`src/hw/fifo_macros.svh`:
```
`ifndef FIFO_MACROS_SVH
`define FIFO_MACROS_SVH

// number of fifo entries held in the sram.
`define FIFO_DEPTH  64

// head, tail and sram address width.
`define FIFO_ADDR_W 6

// width of one stored word.
`define FIFO_DATA_W 16

`endif

```
`src/hw/fifo_pkg.sv`:
```
`default_nettype none
`include "fifo_macros.svh"

package fifo_pkg;

  // pointer into the sram that wraps at the depth.
  typedef logic [`FIFO_ADDR_W-1:0] ptr_t;

  // one fifo word.
  typedef logic [`FIFO_DATA_W-1:0] data_t;

  // controller states.
  typedef enum logic [1:0] {
    st_empty   = 2'b00,
    st_between = 2'b01,
    st_readout = 2'b10,  // sram word is on rdata.
    st_full    = 2'b11
  } ctrl_state_t;

endpackage

`default_nettype wire

```
`src/hw/sram_if.sv`:
```
`timescale 1ns/1ps
`default_nettype none

interface sram_if;

  logic            cen;    // active low chip enable.
  logic            wen;    // active low write enable.
  logic            oen;    // active low output enable.
  fifo_pkg::ptr_t  addr;
  fifo_pkg::data_t wdata;
  fifo_pkg::data_t rdata;  // zero while oen is high.

  modport ctrl (
    output cen,
    output wen,
    output oen,
    output addr,
    output wdata,
    input  rdata
  );

  modport mem (
    input  cen,
    input  wen,
    input  oen,
    input  addr,
    input  wdata,
    output rdata
  );

endinterface

`default_nettype wire

```
`src/hw/fifo_ctrl.sv`:
```
`timescale 1ns/1ps
`default_nettype none
`include "fifo_macros.svh"

module fifo_ctrl (
  input  wire                  clk,
  input  wire                  rst_n,
  input  wire                  push,
  input  wire fifo_pkg::data_t push_data,
  input  wire                  pop,
  output fifo_pkg::data_t      pop_data,
  output logic                 pop_valid,
  output logic                 empty,
  output logic                 almost_empty,
  output logic                 almost_full,
  output logic                 full,
  output logic                 error,
  sram_if.ctrl                 mem
);

  fifo_pkg::ctrl_state_t state;
  fifo_pkg::ctrl_state_t state_next;
  fifo_pkg::ptr_t        head;       // next slot to write.
  fifo_pkg::ptr_t        head_next;
  fifo_pkg::ptr_t        tail;       // oldest stored word.
  fifo_pkg::ptr_t        tail_next;
  fifo_pkg::ptr_t        fill;       // entries held, modulo depth.
  logic                  head_plus;
  logic                  tail_plus;
  logic                  do_push;
  logic                  do_pop;
  logic                  req_bad;
  logic                  last_word;
  logic                  one_free;

  // distance between the pointers.
  // in empty and full both sit on the same slot, so the state decides.
  assign fill      = head - tail;
  assign last_word = (fill == fifo_pkg::ptr_t'(1));
  assign one_free  = (fill == fifo_pkg::ptr_t'(`FIFO_DEPTH - 1));

  // a request is taken only when it is alone and the state allows it.
  always_comb begin
    do_push = 1'b0;
    do_pop  = 1'b0;
    case (state)
      fifo_pkg::st_empty: begin
        do_push = push && !pop;
      end
      fifo_pkg::st_between: begin
        do_push = push && !pop;
        do_pop  = pop && !push;
      end
      fifo_pkg::st_full: begin
        do_pop = pop && !push;
      end
      default: begin
        do_push = 1'b0;  // readout takes nothing.
      end
    endcase
  end

  assign req_bad = (push || pop) && !(do_push || do_pop);

  // sram strobes and pointer steps.
  always_comb begin
    mem.cen   = 1'b1;
    mem.wen   = 1'b1;
    mem.oen   = 1'b1;
    mem.addr  = tail;
    head_plus = 1'b0;
    tail_plus = 1'b0;
    if (do_push) begin
      mem.cen   = 1'b0;
      mem.wen   = 1'b0;
      mem.addr  = head;
      head_plus = 1'b1;
    end
    if (do_pop) begin
      mem.cen = 1'b0;  // read at tail into the sram output register.
    end
    if (state == fifo_pkg::st_readout) begin
      mem.oen   = 1'b0;
      tail_plus = 1'b1;
    end
  end

  assign mem.wdata = push_data;

  // next state.
  always_comb begin
    state_next = state;
    case (state)
      fifo_pkg::st_empty: begin
        if (do_push) begin
          state_next = fifo_pkg::st_between;
        end
      end
      fifo_pkg::st_between: begin
        if (do_push && one_free) begin
          state_next = fifo_pkg::st_full;  // head catches up with tail.
        end else if (do_pop) begin
          state_next = fifo_pkg::st_readout;
        end
      end
      fifo_pkg::st_readout: begin
        if (last_word) begin
          state_next = fifo_pkg::st_empty;
        end else begin
          state_next = fifo_pkg::st_between;
        end
      end
      fifo_pkg::st_full: begin
        if (do_pop) begin
          state_next = fifo_pkg::st_readout;
        end
      end
      default: begin
        state_next = fifo_pkg::st_empty;
      end
    endcase
  end

  assign head_next = head_plus ? head + fifo_pkg::ptr_t'(1) : head;
  assign tail_next = tail_plus ? tail + fifo_pkg::ptr_t'(1) : tail;

  always_ff @(posedge clk or negedge rst_n) begin
    if (!rst_n) begin
      state     <= fifo_pkg::st_empty;
      head      <= '0;
      tail      <= '0;
      pop_valid <= 1'b0;
      error     <= 1'b0;
    end else begin
      state     <= state_next;
      head      <= head_next;
      tail      <= tail_next;
      pop_valid <= (state == fifo_pkg::st_readout);
      error     <= req_bad;  // one cycle per rejected request.
    end
  end

  always_ff @(posedge clk) begin
    if (state == fifo_pkg::st_readout) begin
      pop_data <= mem.rdata;
    end
  end

  // status flags.
  assign empty        = (state == fifo_pkg::st_empty);
  assign full         = (state == fifo_pkg::st_full);
  assign almost_empty = (state == fifo_pkg::st_between) && last_word;
  assign almost_full  = (state == fifo_pkg::st_between) && one_free;

endmodule

`default_nettype wire

```
`src/hw/sp_sram.sv`:
```
`timescale 1ns/1ps
`default_nettype none
`include "fifo_macros.svh"

module sp_sram (
  input wire  clk,
  input wire  rst_n,
  sram_if.mem mem
);

  fifo_pkg::data_t ram [`FIFO_DEPTH];
  fifo_pkg::data_t rd_q;  // read port register.
  logic            wr_en;
  logic            rd_en;

  assign wr_en = !mem.cen && !mem.wen;
  assign rd_en = !mem.cen && mem.wen;

  // write port.
  always_ff @(posedge clk) begin
    if (wr_en) begin
      ram[mem.addr] <= mem.wdata;
    end
  end

  // the read word shows one edge after the strobe.
  always_ff @(posedge clk or negedge rst_n) begin
    if (!rst_n) begin
      rd_q <= '0;
    end else if (rd_en) begin
      rd_q <= ram[mem.addr];
    end
  end

  assign mem.rdata = mem.oen ? '0 : rd_q;  // driver off reads as zero.

endmodule

`default_nettype wire

```
`src/hw/sram_fifo.sv`:
```
`timescale 1ns/1ps
`default_nettype none

module sram_fifo (
  input  wire                  clk,
  input  wire                  rst_n,
  input  wire                  push,
  input  wire fifo_pkg::data_t push_data,
  input  wire                  pop,
  output wire fifo_pkg::data_t pop_data,
  output wire                  pop_valid,
  output wire                  empty,
  output wire                  almost_empty,
  output wire                  almost_full,
  output wire                  full,
  output wire                  error
);

  // strobes, address and data between controller and memory.
  sram_if sram_bus ();

  fifo_ctrl fifo_ctrl_inst (
    .clk          (clk),
    .rst_n        (rst_n),
    .push         (push),
    .push_data    (push_data),
    .pop          (pop),
    .pop_data     (pop_data),
    .pop_valid    (pop_valid),
    .empty        (empty),
    .almost_empty (almost_empty),
    .almost_full  (almost_full),
    .full         (full),
    .error        (error),
    .mem          (sram_bus)
  );

  // one word per fifo slot.
  sp_sram sp_sram_inst (
    .clk   (clk),
    .rst_n (rst_n),
    .mem   (sram_bus)
  );

endmodule

`default_nettype wire

```
`config.mk`:
```
export PLATFORM = sky130hd
export DESIGN_NAME = sram_fifo
export DESIGN_NICKNAME = d
export VERILOG_FILES = /design/src/hw/fifo_pkg.sv /design/src/hw/sram_if.sv /design/src/hw/fifo_ctrl.sv /design/src/hw/sp_sram.sv /design/src/hw/sram_fifo.sv
export VERILOG_INCLUDE_DIRS = /design/src /design/src/hw
export SDC_FILE = /design/constraint.sdc
export NUM_CORES = 1
export LEC_CHECK = 0
export BUFFER_PORTS_ARGS = -buffer_cell sky130_fd_sc_hd__buf_2
export CORE_MARGIN = 2
export CORE_UTILIZATION = 30
export DETAILED_ROUTE_END_ITERATION = 12
export PLACE_DENSITY_LB_ADDON = 0.25
export SLEW_MARGIN = 20
export SYNTH_ARGS = -nofsm -noshare
export SYNTH_HDL_FRONTEND = slang
export SYNTH_SLANG_ARGS = --single-unit
```
`constraint.sdc`:
```
create_clock -name clk -period 7.65 [get_ports clk]
set_clock_uncertainty 0.15 [all_clocks]
set_input_delay 0.3825 -clock clk [delete_from_list [all_inputs] [get_ports clk]]
set_output_delay 0.3825 -clock clk [all_outputs]
set_load 0.03 [all_outputs]
```
Word level (Yosys, flattened, before mapping)
Memory sizes are Yosys's and may differ from the RTL's. A register that Yosys moved wholly into a read port is not among the register bits. Cells that the tools add are included.

Flip-flop bits (word level): 32. Memory bits (writable): 1024. Output and inout port bits: 22. Word-level logic and storage cells: 48. Memories kept: 1.

$add $sub $neg: 3. Eq/ne operators: 6. Mux-type cells: 14. Reductions and logical operators: 18.

Memory list: sp_sram_inst.ram (words 64, width 16, rd ports 1, clocked after memory_dff 1, wr ports 1, line sp_sram.sv:11) `` fifo_pkg::data_t ram [`FIFO_DEPTH]; ``.

Operators with widths (number): adder 6 x 1 -> 6 bit (second input constant) (2); 2-to-1 mux 1 bit (9); logical AND 1 bit (8); one-hot mux 2 bit (4 select lines) (1); equality test 6 x 1 -> 1 bit (second input constant) (1); equality test 6 bit (second input constant) (1); 2-to-1 mux 2 bit (3); 2-to-1 mux 6 bit (1); subtractor 6 bit (1); zero test 1 bit (5); equality test 2 bit (second input constant) (2); OR reduction 2 bit (2); equality test 2 x 1 -> 1 bit (second input constant) (1); zero test 2 bit (1); logical OR 1 bit (2); != test 2 x 1 -> 1 bit (second input constant) (1).

Longest topological paths before layout
Depth after elaboration: 9. Depth in mapped cells: 12. Depth with buffers taken out: 11.

Hierarchy
From an unflattened synthesis, not the netlist that was laid out.

Cell total of the unflattened synthesis: 2226. Area total of the unflattened synthesis: 41851.4 µm².

By module, submodules not included: sp_sram (instances 1, cells an instance 2089, area each 40234.8 µm², sequential area each 31149.9 µm²); fifo_ctrl (instances 1, cells an instance 137, area each 1616.6 µm², sequential area each 880.8 µm²).

Least setup slack after synthesis
No wires, ideal clock.

Kind: register -> register. Start point: reg fifo_ctrl_inst.state[1]. End point: mem sp_sram_inst.ram[32][0] (netlist bit) (enable). Setup time: 0.409 ns. Arrival time: 3.067 ns. Required time: 7.091 ns. Path slack: 4.023 ns. Cell stages (with the launch flop): 10. Cell sequence: dfrtp_1 -> buf_2 -> nor3b_4 -> buf_6 -> buf_8 -> buf_6 -> buf_2 -> a31oi_1 -> buf_2 -> nor3_1.

Longest elaborated chain between the ends: 9. Elaborated cells on any way between the ends: 14. Classes of those cells: eq/ne: 2; mux: 7; reduce/logical: 5.

Ends and longest elaborated chain: from (decl) (line fifo_ctrl.sv:21) `fifo_pkg::ctrl_state_t state;`; from (signal assigned) (line fifo_ctrl.sv:129) `state <= fifo_pkg::st_empty;`; from (signal assigned) (line fifo_ctrl.sv:135) `state <= state_next;`; equality test 2 x 1 -> 1 bit or zero test 2 bit (tied branches) (line fifo_ctrl.sv:46) `case (state)`; OR reduction 2 bit (no source line); 2-to-1 mux 1 bit; 2-to-1 mux 1 bit (line fifo_ctrl.sv:73) `if (do_push) begin`; 2-to-1 mux 1 bit (line fifo_ctrl.sv:79) `if (do_pop) begin`; zero test 1 bit (line sp_sram.sv:16) `assign wr_en = !mem.cen && !mem.wen;`; logical AND 1 bit (line sp_sram.sv:16); 2-to-1 mux 1 bit (line sp_sram.sv:21) `if (wr_en) begin`; 2-to-1 mux 1 bit (not written as such) (line sp_sram.sv:22) `ram[mem.addr] <= mem.wdata;`; to (decl) (line sp_sram.sv:11).

Parallel ways exist; a longest one is shown, timed or not.

Worst setup path after layout
Start point: reg fifo_ctrl_inst.state[1]. End point: reg sp_sram_inst.rd_q[13], read port of sp_sram_inst.ram.

Longest elaborated chain between the ends: 7. Elaborated cells on any way between the ends: 12. Classes of those cells: eq/ne: 2; mux: 5; reduce/logical: 5.

Ends and longest elaborated chain: equality test 2 x 1 -> 1 bit or zero test 2 bit (tied branches) (line fifo_ctrl.sv:46); OR reduction 2 bit (no source line); 2-to-1 mux 1 bit; 2-to-1 mux 1 bit (line fifo_ctrl.sv:73); 2-to-1 mux 1 bit (line fifo_ctrl.sv:79); zero test 1 bit (line sp_sram.sv:17) `assign rd_en = !mem.cen && mem.wen;`; logical AND 1 bit (line sp_sram.sv:17); to (decl) (line sp_sram.sv:12) `fifo_pkg::data_t rd_q;`.

Parallel ways exist; a longest one is shown, timed or not. A chain may end at the register's enable or synchronous reset.

==> flow_metrics.tcl <==
set metrics [dict create \
    clk_latency_ps 720 \
    fill_cells 12400 \
    grt_start_max_net_pins 102 \
    peakVddDrop_v 0.000259 \
    synth-edff-count 1040 \
    tightest_slew_ps 1120 \
    die_height_um 371 \
    cp.buffers_inverters 2 \
    gp_congestion 0.852 \
    portBuffers 41 \
    clk_pin_slew_worst_paths_ps 60 \
    worstPathMaxFanout 50 \
    crit_required_ps 8120 \
    drt-total-wl_mm 133 \
    nets 2512 \
    htreeDepth 3 \
    postCtsSetupRepairBufs 0 \
    synthToLayoutAreaGrowth_pct 16.0 \
    syn_area_sq_um 40400 \
    timing.reg2reg.setup_slack_ps 2900 \
    fin_setup_tns_ps 0 \
    fmax_ghz 0.210 \
    io_pins 42 \
    synth_cells 2333 \
    setup_viol 0 \
    worstSetupPathType "register to register" \
    r2r_cells 8 \
    vias 23900 \
    layout-drive-gt1-share 0.155 \
    max_slew_margin 0.251 \
    p_per_area_nw_per_um2 343 \
    wire_per_inst_um 30.6 \
    timing.rr.start "fifo_ctrl_inst.state[1]$_DFFE_PN0P_" \
    mappedNetlistNets 2361 \
    arrival_ps 5230 \
    dieWidth_um 371 \
    hold_path_startpoint "push_data[7]" \
    cts_made_buffers 110 \
    postRouteAntennaNets 0 \
    cpMaxStageDelayCell "buf_4" \
    overflow 0 \
    initial_core_util 0.302 \
    yosysUniqueCellTypes 81 \
    synthTopCellsByArea "edfxtp_1 77%, a22oi_1 5.1%, dfrtp_1 2.0%" \
    cp-start-kind "register" \
    core-area_sq_um 134000 \
    post-synth-top-count-cell "edfxtp_1" \
    synth_top_area_frac 0.773 \
    clock-sinks 1072 \
    grt_pass1_vias 23200 \
    cpLargestDelayFamily "compound AO/OA/AOI/OAI gates" \
    grtUsageTotal 0.190 \
    layout_setup_ws_ps 2900 \
    synth_ff_type "edfxtp_1" \
    path_cells "nand4bb_1, o22ai_4, buf_4, buf_4, a22oi_1, a41oi_1, nor3_1, a31oi_1" \
    startpoint "fifo_ctrl_inst.state[1]$_DFFE_PN0P_" \
    num_rows 134 \
    ys_warn_count 0 \
    synth-seq-cells 1072 \
    p_leak_nw 14.3 \
    multiInputGateArea_sq_um 7750 \
    grt_pass1_wl_mm 185 \
    timing.hold.ws_ps 225 \
    grt_antenna_before_repair 6 \
    drt_iter0_markers 3272 \
    syn_avg_cell_area_sq_um 17.3 \
    first_pass_iters 9 \
    critical_path.max_stage_delay_ps 870 \
    maxCapViolations 0 \
    synthTopCellsByCount "1,040 x edfxtp_1, 274 x a22oi_1, 122 x nor2_1, 101 x nand2_1, 79 x o21ai_0" \
    maxSlewViolCount 0 \
    hold_depth 2 \
    post-route-min-period_ps 4750 \
    synthArstFlopShare 0.0299 \
    hp-class "input port to register" \
    cts_tree "yes" \
    hold_violations 0 \
    cpMostUsedCell "buf_4" \
    crit_path_end_kind "register" \
    yosys.area.top_type "edfxtp_1" \
    min_to "sp_sram_inst.ram[38][7]$_DFFE_PP_" \
    ys_seq_area_frac 0.793 \
    cts_root_buf "clkbuf_16" \
    vias_per_cell 5.51 \
    clockBufferDepth 3 \
    status "finished, final reports clean" \
    die-area_sq_um 138000 \
    drc 0 \
    hpwl_mm 74.8 \
    rr_endpoint "sp_sram_inst.rd_q[13]$_DFFE_PN0P_" \
    area.sequential_sq_um 32000 \
    rsz0062_at_grt "false" \
    period_share 0.621 \
    pre_cts_ws_ps 3010 \
]
logic make-up after synthesis:
family | count (synthesis) | synth area share
DFF | 1072 | 0.793
AOI/OAI and AO/OA | 687 | 0.129
and+or+nand+nor | 359 | 0.0419
buffers and inverters | 153 | 0.0202
muxes | 42 | 0.0114
xor gates and xnor gates | 12 | 0.00260
adders and majority gates | 8 | 0.00266
placed cells by master (no fill, tap or decap), drive strengths merged, types with 41 or more instances in the layout:
cell	netlist	routed
a21oi	57	57
nor2	122	122
clkbuf	45	140
nand2	101	101
clkinv	0	41
a22oi	276	276
a222oi	53	53
edfxtp	1040	1040
a31oi	52	52
buf	96	176
o21ai	80	80
cell type report:
| type | instances | share of cell area |
|---|---|---|
| diodes | 1 | 0.0000534 |
| clock buffers | 140 | 0.0624 |
| clock inverters | 62 | 0.0128 |
| inverters | 12 | 0.000961 |
| multi-input cells | 1108 | 0.165 |
| flip-flops and latches | 1072 | 0.683 |
| well taps | 1768 | 0.0472 |
| repair buffers | 180 | 0.0282 |
how the worst max path moves through the flow:
stage               slack, ps  cells past startpoint                                end
floorplan                4020                      9  sp_sram_inst.ram[32][0]$_DFFE_PP_
global placement         2980                      9  sp_sram_inst.rd_q[13]$_DFFE_PN0P_
detailed placement       3010                      9  sp_sram_inst.rd_q[13]$_DFFE_PN0P_
CTS                      2990                      8  sp_sram_inst.rd_q[13]$_DFFE_PN0P_
global route             2820                     11                       almost_empty
finish                   2900                      8  sp_sram_inst.rd_q[13]$_DFFE_PN0P_
repair_timing:
action / 4_1_cts / 5_1_grt
hold buffers: 4 / 0
gates resized for setup: 0 / 0
endpoints found under the hold margin: 35 / 0
endpoints found under the setup margin: 0 / 0
metal layers:
| metal | track usage | routed length [um] | part of all wire |
|---|---|---|---|
| met2 | 0.290 | 59600 | 0.45 |
| met4 | 0.0451 | 3020 | 0.023 |
| met3 | 0.0357 | 11600 | 0.087 |
| met1 | 0.280 | 58800 | 0.44 |
| met5 | 0 | 71 | 0.00053 |
registers in the layout, summed over array words and instances (netlist names):
name / cells
fifo_ctrl_inst.pop_data: 16
sp_sram_inst.ram: 1024
fifo_ctrl_inst.tail: 6
sp_sram_inst.rd_q: 16
fifo_ctrl_inst.head: 6
fifo_ctrl_inst.error: 1
fifo_ctrl_inst.pop_valid: 1
fifo_ctrl_inst.state: 2
metrics by stage:
stage	cell area [sq um]	util	total power, mW	std cells
after floorplan	40400	-	9.12	2333
after global placement	43300	0.324	10.9	4136
after detailed placement	43300	0.324	10.9	4136
after CTS	46900	0.351	16.2	4342
after global routing	46900	0.351	16.6	4342
final	46900	0.351	16.1	4343
power by group:
| part | switching (mW) | total, mW | leakage [nW] | internal, mW |
|---|---|---|---|---|
| logic | 2.80 | 3.96 | 2.87 | 1.17 |
| registers | 0.242 | 6.85 | 9.74 | 6.61 |
| clock network | 2.26 | 5.27 | 1.71 | 3.01 |
| total | 5.30 | 16.1 | 14.3 | 10.8 |
Power figures use the tool's default switching activity.
